`config.mk`:
```
export PLATFORM = sky130hd
export DESIGN_NAME = cpuCore
export DESIGN_NICKNAME = d
export VERILOG_FILES = /design/src/logic/cpuCorePkg.sv /design/src/logic/cpuIsaPkg.sv /design/src/logic/controlSequencer.sv /design/src/logic/instructionDecoder.sv /design/src/logic/registerFile.sv /design/src/logic/executeUnit.sv /design/src/logic/cpuCore.sv
export SDC_FILE = /design/constraint.sdc
export NUM_CORES = 2
export LEC_CHECK = 0
export CORE_MARGIN = 3
export CORE_UTILIZATION = 50
export CTS_BUF_LIST = sky130_fd_sc_hd__clkbuf_4 sky130_fd_sc_hd__clkbuf_8 sky130_fd_sc_hd__clkbuf_16
export CTS_CLUSTER_SIZE = 10
export DETAILED_ROUTE_END_ITERATION = 12
export DONT_BUFFER_PORTS = 1
export GPL_ROUTABILITY_DRIVEN = 1
export RECOVER_POWER = 50
export SLEW_MARGIN = 15
export SYNTH_ARGS = -nofsm -noshare
export SYNTH_HDL_FRONTEND = slang
export SYNTH_HIERARCHICAL = 1
export SYNTH_SLANG_ARGS = --single-unit
```
`constraint.sdc`:
```
create_clock -name clk -period 40.3 [get_ports clk]
set_input_delay 2.015 -clock clk [delete_from_list [all_inputs] [get_ports clk]]
set_output_delay 2.015 -clock clk [all_outputs]
set_load 0.005 [all_outputs]
```
`src/logic/cpuCorePkg.sv`:
```
`default_nettype none

package cpuCorePkg;

  // Data and address word
  typedef logic [31:0] wordT;

  // Sequencer modes, one instruction at a time
  typedef enum logic [2:0] {
    fetchIssue,
    fetchWait,
    decodeRead,
    constWait,
    memIssue,
    memWait,
    finish
  } seqModeT;

  // RAM access made by the current instruction
  typedef enum logic [1:0] {
    memNone,
    memRead,
    memWrite
  } memKindT;

endpackage

`default_nettype wire

```
`src/logic/cpuIsaPkg.sv`:
```
`default_nettype none

package cpuIsaPkg;

  // Eight-bit opcode space
  // Zero and every unlisted code retire as a no-op
  typedef enum logic [7:0] {
    opMovRC     = 8'h01,
    opMovRR     = 8'h02,
    opMovRdC    = 8'h03,
    opMovRdR    = 8'h04,
    opMovRdRo   = 8'h05,
    opMovdCR    = 8'h06,
    opMovdRoR   = 8'h07,
    opPushR     = 8'h08,
    opPopR      = 8'h09,
    opCallR     = 8'h0A,
    opRet       = 8'h0B,
    opCmpRR     = 8'h0C,
    opCmpRC     = 8'h0D,
    opJmpC      = 8'h0E,
    opJneC      = 8'h0F,
    opAddRC     = 8'h10,
    opAddRR     = 8'h11,
    opIncR      = 8'h12,
    opDecR      = 8'h13,
    opMulAddRRC = 8'h14,
    opDoutR     = 8'h15
  } opcodeT;

  // Instruction word, opcode in the low byte
  typedef struct packed {
    logic [7:0] auxField;
    logic [7:0] srcField;
    logic [7:0] dstField;
    opcodeT     opcode;
  } instrT;

  // Fixed register roles
  localparam int stackPtrReg = 0;
  localparam int flagsReg = 1;

  // Compare flag bits in the flags register
  localparam int flagEqualBit = 0;
  localparam int flagLessBit = 1;
  localparam int flagGreaterBit = 2;

  // Byte steps for stack and instruction pointer
  localparam int unsigned stackStep = 4;
  localparam int unsigned instrBytes = 4;
  localparam int unsigned wideInstrBytes = 8;

endpackage

`default_nettype wire

```
`src/logic/controlSequencer.sv`:
```
`timescale 1ns/1ps
`default_nettype none

module controlSequencer import cpuCorePkg::*, cpuIsaPkg::*;
(
  input  wire          clk,
  input  wire          reset,
  input  wire wordT    ramIn,
  input  wire          readAck,
  input  wire          writeAck,
  input  wire opcodeT  opcode,
  input  wire          isWide,
  input  wire memKindT memKind,
  input  wire wordT    memAddress,
  input  wire wordT    memData,
  input  wire          jumpTaken,
  input  wire wordT    jumpTarget,
  output wordT         ramAddress,
  output wordT         ramOut,
  output logic         readReq,
  output logic         writeReq,
  output logic         instrLoad,
  output logic         operandLoad,
  output logic         finishStrobe,
  output wordT         constWord,
  output wordT         loadedWord,
  output wordT         ipointer
);

  seqModeT mode;
  wordT    fallThrough;
  logic    memDone;

  // Decoder grabs the word on the fetch acknowledge
  assign instrLoad = (mode == fetchWait) && readAck;
  // Register file outputs are settled by decodeRead
  assign operandLoad = (mode == decodeRead);
  assign finishStrobe = (mode == finish);

  // Wide instructions skip their trailing constant
  assign fallThrough = ipointer + (isWide ? wideInstrBytes : instrBytes);

  // Data phase ends on the acknowledge matching the request kind
  assign memDone = ((memKind == memRead) && readAck) || ((memKind == memWrite) && writeAck);

  always_ff @(posedge clk or posedge reset)
  begin
    if (reset)
    begin
      mode     <= fetchIssue;
      readReq  <= 1'b0;
      writeReq <= 1'b0;
      ipointer <= '0;
    end
    else
    begin
      case (mode)
        fetchIssue:
        begin
          readReq <= 1'b1;
          mode    <= fetchWait;
        end
        fetchWait:
        begin
          readReq <= 1'b0;
          if (readAck)
            mode <= decodeRead;
        end
        decodeRead:
        begin
          // Constant word comes first, then any data access
          if (isWide)
          begin
            readReq <= 1'b1;
            mode    <= constWait;
          end
          else if (memKind != memNone)
            mode <= memIssue;
          else
            mode <= finish;
        end
        constWait:
        begin
          readReq <= 1'b0;
          if (readAck)
            mode <= (memKind != memNone) ? memIssue : finish;
        end
        memIssue:
        begin
          readReq  <= (memKind == memRead);
          writeReq <= (memKind == memWrite);
          mode     <= memWait;
        end
        memWait:
        begin
          readReq  <= 1'b0;
          writeReq <= 1'b0;
          // No timeout, a slow RAM just stretches this mode
          if (memDone)
            mode <= finish;
        end
        finish:
        begin
          ipointer <= jumpTaken ? jumpTarget : fallThrough;
          mode     <= fetchIssue;
        end
        default:
          mode <= fetchIssue;
      endcase
    end
  end

  // Bus address and data, plus captured RAM words
  always_ff @(posedge clk)
  begin
    if (mode == fetchIssue)
      ramAddress <= ipointer;
    // Constant sits right after the instruction word
    if ((mode == decodeRead) && isWide)
      ramAddress <= ipointer + instrBytes;
    if (mode == memIssue)
    begin
      ramAddress <= memAddress;
      ramOut     <= memData;
    end
    if ((mode == constWait) && readAck)
      constWord <= ramIn;
    if ((mode == memWait) && (memKind == memRead) && readAck)
      loadedWord <= ramIn;
  end

endmodule

`default_nettype wire

```
`src/logic/instructionDecoder.sv`:
```
`timescale 1ns/1ps
`default_nettype none

module instructionDecoder import cpuCorePkg::*, cpuIsaPkg::*;
#(
  parameter  int regCount = 16,
  localparam int idxBits = $clog2(regCount)
)
(
  input  wire               clk,
  input  wire               reset,
  input  wire wordT         ramIn,
  input  wire               instrLoad,
  output opcodeT            opcode,
  output logic [idxBits-1:0] dstIdx,
  output logic [idxBits-1:0] srcIdx,
  output logic [idxBits-1:0] auxIdx,
  output logic              isWide,
  output memKindT           memKind
);

  instrT instrWord;

  // Held for the whole instruction
  always_ff @(posedge clk or posedge reset)
  begin
    if (reset)
      instrWord <= '0;
    else if (instrLoad)
      instrWord <= instrT'(ramIn);
  end

  assign opcode = instrWord.opcode;

  // Register fields name registers directly, low bits only
  assign dstIdx = instrWord.dstField[idxBits-1:0];
  assign srcIdx = instrWord.srcField[idxBits-1:0];
  assign auxIdx = instrWord.auxField[idxBits-1:0];

  // Width class and RAM access per opcode
  always_comb
  begin
    isWide  = 1'b0;
    memKind = memNone;
    case (instrWord.opcode)
      opMovRC, opCmpRC, opJmpC, opJneC, opAddRC, opMulAddRRC:
        isWide = 1'b1;
      opMovRdC, opMovRdRo:
      begin
        isWide  = 1'b1;
        memKind = memRead;
      end
      opMovdCR, opMovdRoR:
      begin
        isWide  = 1'b1;
        memKind = memWrite;
      end
      // Stack pops and plain register loads
      opMovRdR, opPopR, opRet:
        memKind = memRead;
      opPushR, opCallR:
        memKind = memWrite;
      default:
        isWide = 1'b0;
    endcase
  end

endmodule

`default_nettype wire

```
`src/logic/registerFile.sv`:
```
`timescale 1ns/1ps
`default_nettype none

module registerFile import cpuCorePkg::*, cpuIsaPkg::*;
#(
  parameter  int regCount = 16,
  localparam int idxBits = $clog2(regCount)
)
(
  input  wire               clk,
  input  wire               reset,
  input  wire [idxBits-1:0] dstIdx,
  input  wire [idxBits-1:0] srcIdx,
  input  wire [idxBits-1:0] auxIdx,
  input  wire               resultWe,
  input  wire wordT         resultData,
  input  wire               flagsWe,
  input  wire wordT         flagsData,
  input  wire               spWe,
  input  wire wordT         spData,
  output wordT              dstValue,
  output wordT              srcValue,
  output wordT              auxValue,
  output wordT              stackPtr,
  output wordT              flags
);

  wordT regs [regCount];

  // Three operand read ports, combinational
  assign dstValue = regs[dstIdx];
  assign srcValue = regs[srcIdx];
  assign auxValue = regs[auxIdx];

  // Dedicated views of the stack pointer and compare flags
  assign stackPtr = regs[stackPtrReg];
  assign flags = regs[flagsReg];

  always_ff @(posedge clk or posedge reset)
  begin
    if (reset)
    begin
      for (int i = 0; i < regCount; i++)
        regs[i] <= '0;
    end
    else
    begin
      if (spWe)
        regs[stackPtrReg] <= spData;
      if (flagsWe)
        regs[flagsReg] <= flagsData;
      // Last assignment wins
      // PopR into register 0 keeps the popped value
      if (resultWe)
        regs[dstIdx] <= resultData;
    end
  end

endmodule

`default_nettype wire

```
`src/logic/executeUnit.sv`:
```
`timescale 1ns/1ps
`default_nettype none

module executeUnit import cpuCorePkg::*, cpuIsaPkg::*;
(
  input  wire         clk,
  input  wire         reset,
  input  wire         operandLoad,
  input  wire         finishStrobe,
  input  wire opcodeT opcode,
  input  wire wordT   dstValue,
  input  wire wordT   srcValue,
  input  wire wordT   auxValue,
  input  wire wordT   stackPtr,
  input  wire wordT   flags,
  input  wire wordT   constWord,
  input  wire wordT   loadedWord,
  input  wire wordT   ipointer,
  output wordT        memAddress,
  output wordT        memData,
  output logic        resultWe,
  output wordT        resultData,
  output logic        flagsWe,
  output wordT        flagsData,
  output logic        spWe,
  output wordT        spData,
  output logic        jumpTaken,
  output wordT        jumpTarget,
  output logic        doutValid,
  output wordT        doutData
);

  wordT dstOperand;
  wordT srcOperand;
  wordT compareRhs;
  logic writesResult;
  logic branches;

  // Operands frozen at decodeRead
  always_ff @(posedge clk or posedge reset)
  begin
    if (reset)
    begin
      dstOperand <= '0;
      srcOperand <= '0;
    end
    else if (operandLoad)
    begin
      dstOperand <= dstValue;
      srcOperand <= srcValue;
    end
  end

  // RAM address and store data for the data phase
  always_comb
  begin
    memAddress = constWord;
    memData    = srcOperand;
    case (opcode)
      opMovRdR:            memAddress = srcOperand;
      opMovRdRo:           memAddress = constWord + srcOperand;
      opMovdRoR:           memAddress = constWord + dstOperand;
      opPopR, opRet:       memAddress = stackPtr - stackStep;
      opPushR:
      begin
        memAddress = stackPtr;
        memData    = dstOperand;
      end
      // Return address is the call's own address
      opCallR:
      begin
        memAddress = stackPtr;
        memData    = ipointer;
      end
      default:             memAddress = constWord;
    endcase
  end

  // Register result
  always_comb
  begin
    writesResult = 1'b1;
    resultData   = loadedWord;
    case (opcode)
      opMovRC:     resultData = constWord;
      opMovRR:     resultData = srcOperand;
      opMovRdC, opMovRdR, opMovRdRo, opPopR:
                   resultData = loadedWord;
      opAddRC:     resultData = dstOperand + constWord;
      opAddRR:     resultData = dstOperand + srcOperand;
      opIncR:      resultData = dstOperand + 1;
      opDecR:      resultData = dstOperand - 1;
      // Low 32 bits of the product
      opMulAddRRC: resultData = dstOperand + srcOperand * constWord;
      default:     writesResult = 1'b0;
    endcase
  end

  // Unsigned compare against a register or the constant
  assign compareRhs = (opcode == opCmpRC) ? constWord : srcOperand;
  always_comb
  begin
    flagsData = '0;
    flagsData[flagEqualBit] = (dstOperand == compareRhs);
    flagsData[flagLessBit] = (dstOperand < compareRhs);
    flagsData[flagGreaterBit] = (dstOperand > compareRhs);
  end

  // Push and call grow the stack, pop and return shrink it
  assign spData = ((opcode == opPushR) || (opcode == opCallR)) ? stackPtr + stackStep
                                                               : stackPtr - stackStep;

  // Control transfers
  always_comb
  begin
    branches   = 1'b1;
    jumpTarget = constWord;
    case (opcode)
      opJmpC:  jumpTarget = constWord;
      // Taken only when the last compare was not equal
      opJneC:  branches = ~flags[flagEqualBit];
      opCallR: jumpTarget = dstOperand;
      opRet:   jumpTarget = loadedWord + instrBytes;
      default: branches = 1'b0;
    endcase
  end

  // Everything architectural lands at the end of finish
  assign resultWe = finishStrobe && writesResult;
  assign flagsWe = finishStrobe && ((opcode == opCmpRR) || (opcode == opCmpRC));
  assign spWe = finishStrobe && ((opcode == opPushR) || (opcode == opPopR) ||
                                 (opcode == opCallR) || (opcode == opRet));
  assign jumpTaken = finishStrobe && branches;

  // Output strobe for DoutR
  assign doutValid = finishStrobe && (opcode == opDoutR);
  assign doutData = dstOperand;

endmodule

`default_nettype wire

```
`src/logic/cpuCore.sv`:
```
`timescale 1ns/1ps
`default_nettype none

module cpuCore import cpuCorePkg::*, cpuIsaPkg::*;
#(
  parameter int regCount = 16
)
(
  input  wire       clk,
  input  wire       reset,
  input  wire wordT ramIn,
  input  wire       readAck,
  input  wire       writeAck,
  output wordT      ramAddress,
  output wordT      ramOut,
  output logic      readReq,
  output logic      writeReq,
  output logic      doutValid,
  output wordT      doutData
);

  localparam int idxBits = $clog2(regCount);

  // Sequencer strobes
  logic instrLoad;
  logic operandLoad;
  logic finishStrobe;

  // Decoded instruction
  opcodeT             opcode;
  logic [idxBits-1:0] dstIdx;
  logic [idxBits-1:0] srcIdx;
  logic [idxBits-1:0] auxIdx;
  logic               isWide;
  memKindT            memKind;

  // Register read side
  wordT dstValue;
  wordT srcValue;
  wordT auxValue;
  wordT stackPtr;
  wordT flags;

  // Captured words and pointer
  wordT constWord;
  wordT loadedWord;
  wordT ipointer;

  // Execute results
  wordT memAddress;
  wordT memData;
  logic resultWe;
  wordT resultData;
  logic flagsWe;
  wordT flagsData;
  logic spWe;
  wordT spData;
  logic jumpTaken;
  wordT jumpTarget;

  controlSequencer sequencer (
    .clk(clk),
    .reset(reset),
    .ramIn(ramIn),
    .readAck(readAck),
    .writeAck(writeAck),
    .opcode(opcode),
    .isWide(isWide),
    .memKind(memKind),
    .memAddress(memAddress),
    .memData(memData),
    .jumpTaken(jumpTaken),
    .jumpTarget(jumpTarget),
    .ramAddress(ramAddress),
    .ramOut(ramOut),
    .readReq(readReq),
    .writeReq(writeReq),
    .instrLoad(instrLoad),
    .operandLoad(operandLoad),
    .finishStrobe(finishStrobe),
    .constWord(constWord),
    .loadedWord(loadedWord),
    .ipointer(ipointer)
  );

  instructionDecoder #(
    .regCount(regCount)
  ) decoder (
    .clk(clk),
    .reset(reset),
    .ramIn(ramIn),
    .instrLoad(instrLoad),
    .opcode(opcode),
    .dstIdx(dstIdx),
    .srcIdx(srcIdx),
    .auxIdx(auxIdx),
    .isWide(isWide),
    .memKind(memKind)
  );

  registerFile #(
    .regCount(regCount)
  ) regFile (
    .clk(clk),
    .reset(reset),
    .dstIdx(dstIdx),
    .srcIdx(srcIdx),
    .auxIdx(auxIdx),
    .resultWe(resultWe),
    .resultData(resultData),
    .flagsWe(flagsWe),
    .flagsData(flagsData),
    .spWe(spWe),
    .spData(spData),
    .dstValue(dstValue),
    .srcValue(srcValue),
    .auxValue(auxValue),
    .stackPtr(stackPtr),
    .flags(flags)
  );

  executeUnit execute (
    .clk(clk),
    .reset(reset),
    .operandLoad(operandLoad),
    .finishStrobe(finishStrobe),
    .opcode(opcode),
    .dstValue(dstValue),
    .srcValue(srcValue),
    .auxValue(auxValue),
    .stackPtr(stackPtr),
    .flags(flags),
    .constWord(constWord),
    .loadedWord(loadedWord),
    .ipointer(ipointer),
    .memAddress(memAddress),
    .memData(memData),
    .resultWe(resultWe),
    .resultData(resultData),
    .flagsWe(flagsWe),
    .flagsData(flagsData),
    .spWe(spWe),
    .spData(spData),
    .jumpTaken(jumpTaken),
    .jumpTarget(jumpTarget),
    .doutValid(doutValid),
    .doutData(doutData)
  );

endmodule

`default_nettype wire

```
==> impl_metrics.env <==
export IMPL_cellPowerDensity_mw_per_mm2=78.6
export IMPL_grt_max_degree=167
export IMPL_startpoint_type="input port"
export IMPL_multiInputGateArea_mm2=0.0428
export IMPL_postCtsSetupRepairBufs=0
export IMPL_cp_end_kind="async pin"
export IMPL_port_buffers=0
export IMPL_regArea_mm2=0.0196
export IMPL_cts_tree="done"
export IMPL_violations="capacitance limit, slew limit"
export IMPL_avgRoutedWirePerCell_um=31.8
export IMPL_core_area_mm2=0.132
export IMPL_ctsHoldBuffers=0
export IMPL_die_area_mm2=0.137
export IMPL_max_vdd_ir_drop_v=0.0000692
export IMPL_grt_pass1_wl_mm=364
export IMPL_grt_use_total_pct=36.5
export IMPL_dieWidth_um=371
export IMPL_finalHoldViolCount=0
export IMPL_arrival_ns=12.60
export IMPL_ff2ff_path_depth=24
export IMPL_hpwl_mm=176
export IMPL_synthesis_area_mm2=0.0665
export IMPL_rr_endpoint="regFile/flags[30]$_DFF_PP0_"
export IMPL_worstHoldPathType="flip-flop to flip-flop"
export IMPL_rows=133
export IMPL_clockBufferDepth=3
export IMPL_crit_required_ns=38.77
export IMPL_clock_root_buffer="clkbuf_16"
export IMPL_fin_crit_sh_pct=35.1
export IMPL_synthesis_instances=6315
export IMPL_drc=0
export IMPL_setup_worst_path_class="input port to async pin"
export IMPL_worst_slack_ns=26.16
export IMPL_path_buf_inv=2
export IMPL_final_layout_size_suffix_gt1_share_pct=19.9
export IMPL_period_needed_ns=14.14
export IMPL_initial_utilization_pct=50.5
export IMPL_rrSetupSlack_ns=30.78
export IMPL_antenna_found_initial=30
export IMPL_cts_repair_resized=0
export IMPL_syn2layout_area_growth_pct=6.47
export IMPL_num_nets_final=6798
export IMPL_cts_inserted_buffers=93
export IMPL_worstMarginPinSlew_ns=9.31
export IMPL_leakage_nw=32.7
export IMPL_ant_nets=0
export IMPL_setup_viol=0
export IMPL_dp_slack_ns=31.16
export IMPL_slowest_stage="clkbuf_1"
export IMPL_tns_ns=0
export IMPL_status="complete, but fails checks"
export IMPL_r2r_start="execute/doutData[19]$_DFFE_PP0P_"
export IMPL_cts_sinks=757
export IMPL_pin_count=135
export IMPL_die_h_um=371
export IMPL_vias=51200
export IMPL_max_cap_viol_count=18
export IMPL_yosysWarnings=6
export IMPL_grt_ovfl_total=0
export IMPL_cts_max_level=3
export IMPL_postLayoutCoreUtil_pct=53.8
export IMPL_drt_total_wl_mm=251
export IMPL_syn_area_per_cell_um2=10.5
export IMPL_max_stage_delay_ns=6.74
export IMPL_vias_per_cell=6.49
export IMPL_whs_ns=0.504
export IMPL_min_path_cells=1
export IMPL_finClkSkew_ns=0.0412
export IMPL_final_max_slew_violation_count=933
export IMPL_nFillCells=11800
export IMPL_fmax_ghz=0.0707
export IMPL_cp_cell_sequence="clkinvlp_2 > clkbuf_1"
export IMPL_cp_max_fo=166
export IMPL_clock_latency_ns=0.73
export IMPL_first_global_vias=51000
export IMPL_drtIter0Drc=5955
export IMPL_clk_pin_slew_ns=0.06
export IMPL_maxSlewHeadroom_pct=-521
export IMPL_drtPass1Iterations=7
export IMPL_gp_congestion=1.04
export IMPL_path_delay_family="buffers and inverters"
export IMPL_rsz0062_at_grt="false"
[cell type report]
type | instances | share of cell area [%]
well taps | 1755 | 3.10
clock buffers | 132 | 3.81
repair buffers | 168 | 1.66
diodes | 24 | 0.0848
inverters | 549 | 2.91
multi-input cells | 4495 | 60.4
flip-flops and latches | 757 | 27.7
clock inverters | 16 | 0.353
[routing by layer]
metal / share of wire [%] / routed length, µm / up-vias / global-route usage, %
met4: 5.8 / 14600 / 18 / 17.9
met5: 0.063 / 159 / - / 0.249
met1: 39 / 98800 / 26500 / 48.8
met2: 45 / 113000 / 2641 / 56.3
met3: 9.7 / 24400 / 654 / 8.14
li1: - / - / 21500 / -
[cells in the final DEF, fill, tap and decap left out, drive strengths merged, types with 62 or more instances in the layout]
| master | n |
|---|---|
| mux2 | 638 |
| dfrtp | 629 |
| nand2 | 580 |
| inv | 551 |
| fa | 442 |
| and2 | 324 |
| o21ai | 267 |
| ha | 256 |
| mux4 | 256 |
| a21oi | 207 |
| nor2 | 198 |
| xnor2 | 187 |
| clkbuf | 158 |
| buf | 142 |
| a22oi | 140 |
| edfxtp | 128 |
| xor2 | 117 |
| mux2i | 78 |
| nand3 | 78 |
| nor3 | 68 |
| a21o | 62 |
[per-stage QoR]
step,power (W),cells,area [µm²]
2_1_floorplan,0.00352,6343,66600
6_report,0.00557,7896,70800
4_1_cts,0.00548,7872,70900
3_3_place_gp,0.00461,7724,68000
5_1_grt,0.00589,7878,70800
3_5_place_dp,0.00462,7724,68000
[worst max-delay path by stage]
stage	start	endpoint	slack, ns	cells past startpoint
floorplan	reset	async pin	23.99	1
global placement	sequencer/constWord[0]$_DFFE_PP_	regFile/flags[30]$_DFF_PP0_	31.20	27
detailed placement	sequencer/constWord[0]$_DFFE_PP_	regFile/flags[30]$_DFF_PP0_	31.16	27
CTS	sequencer/constWord[0]$_DFFE_PP_	regFile/flags[30]$_DFF_PP0_	31.13	27
global route	reset	async pin	24.11	4
finish	reset	regFile/stackPtr[14]$_DFF_PP0_	26.16	2
[report_power, final]
group	internal [W]	switching (W)
clock network	0.000478	0.000351
logic	0.00139	0.00224
registers	0.000905	0.000214
(Power assumes the default switching activity.)
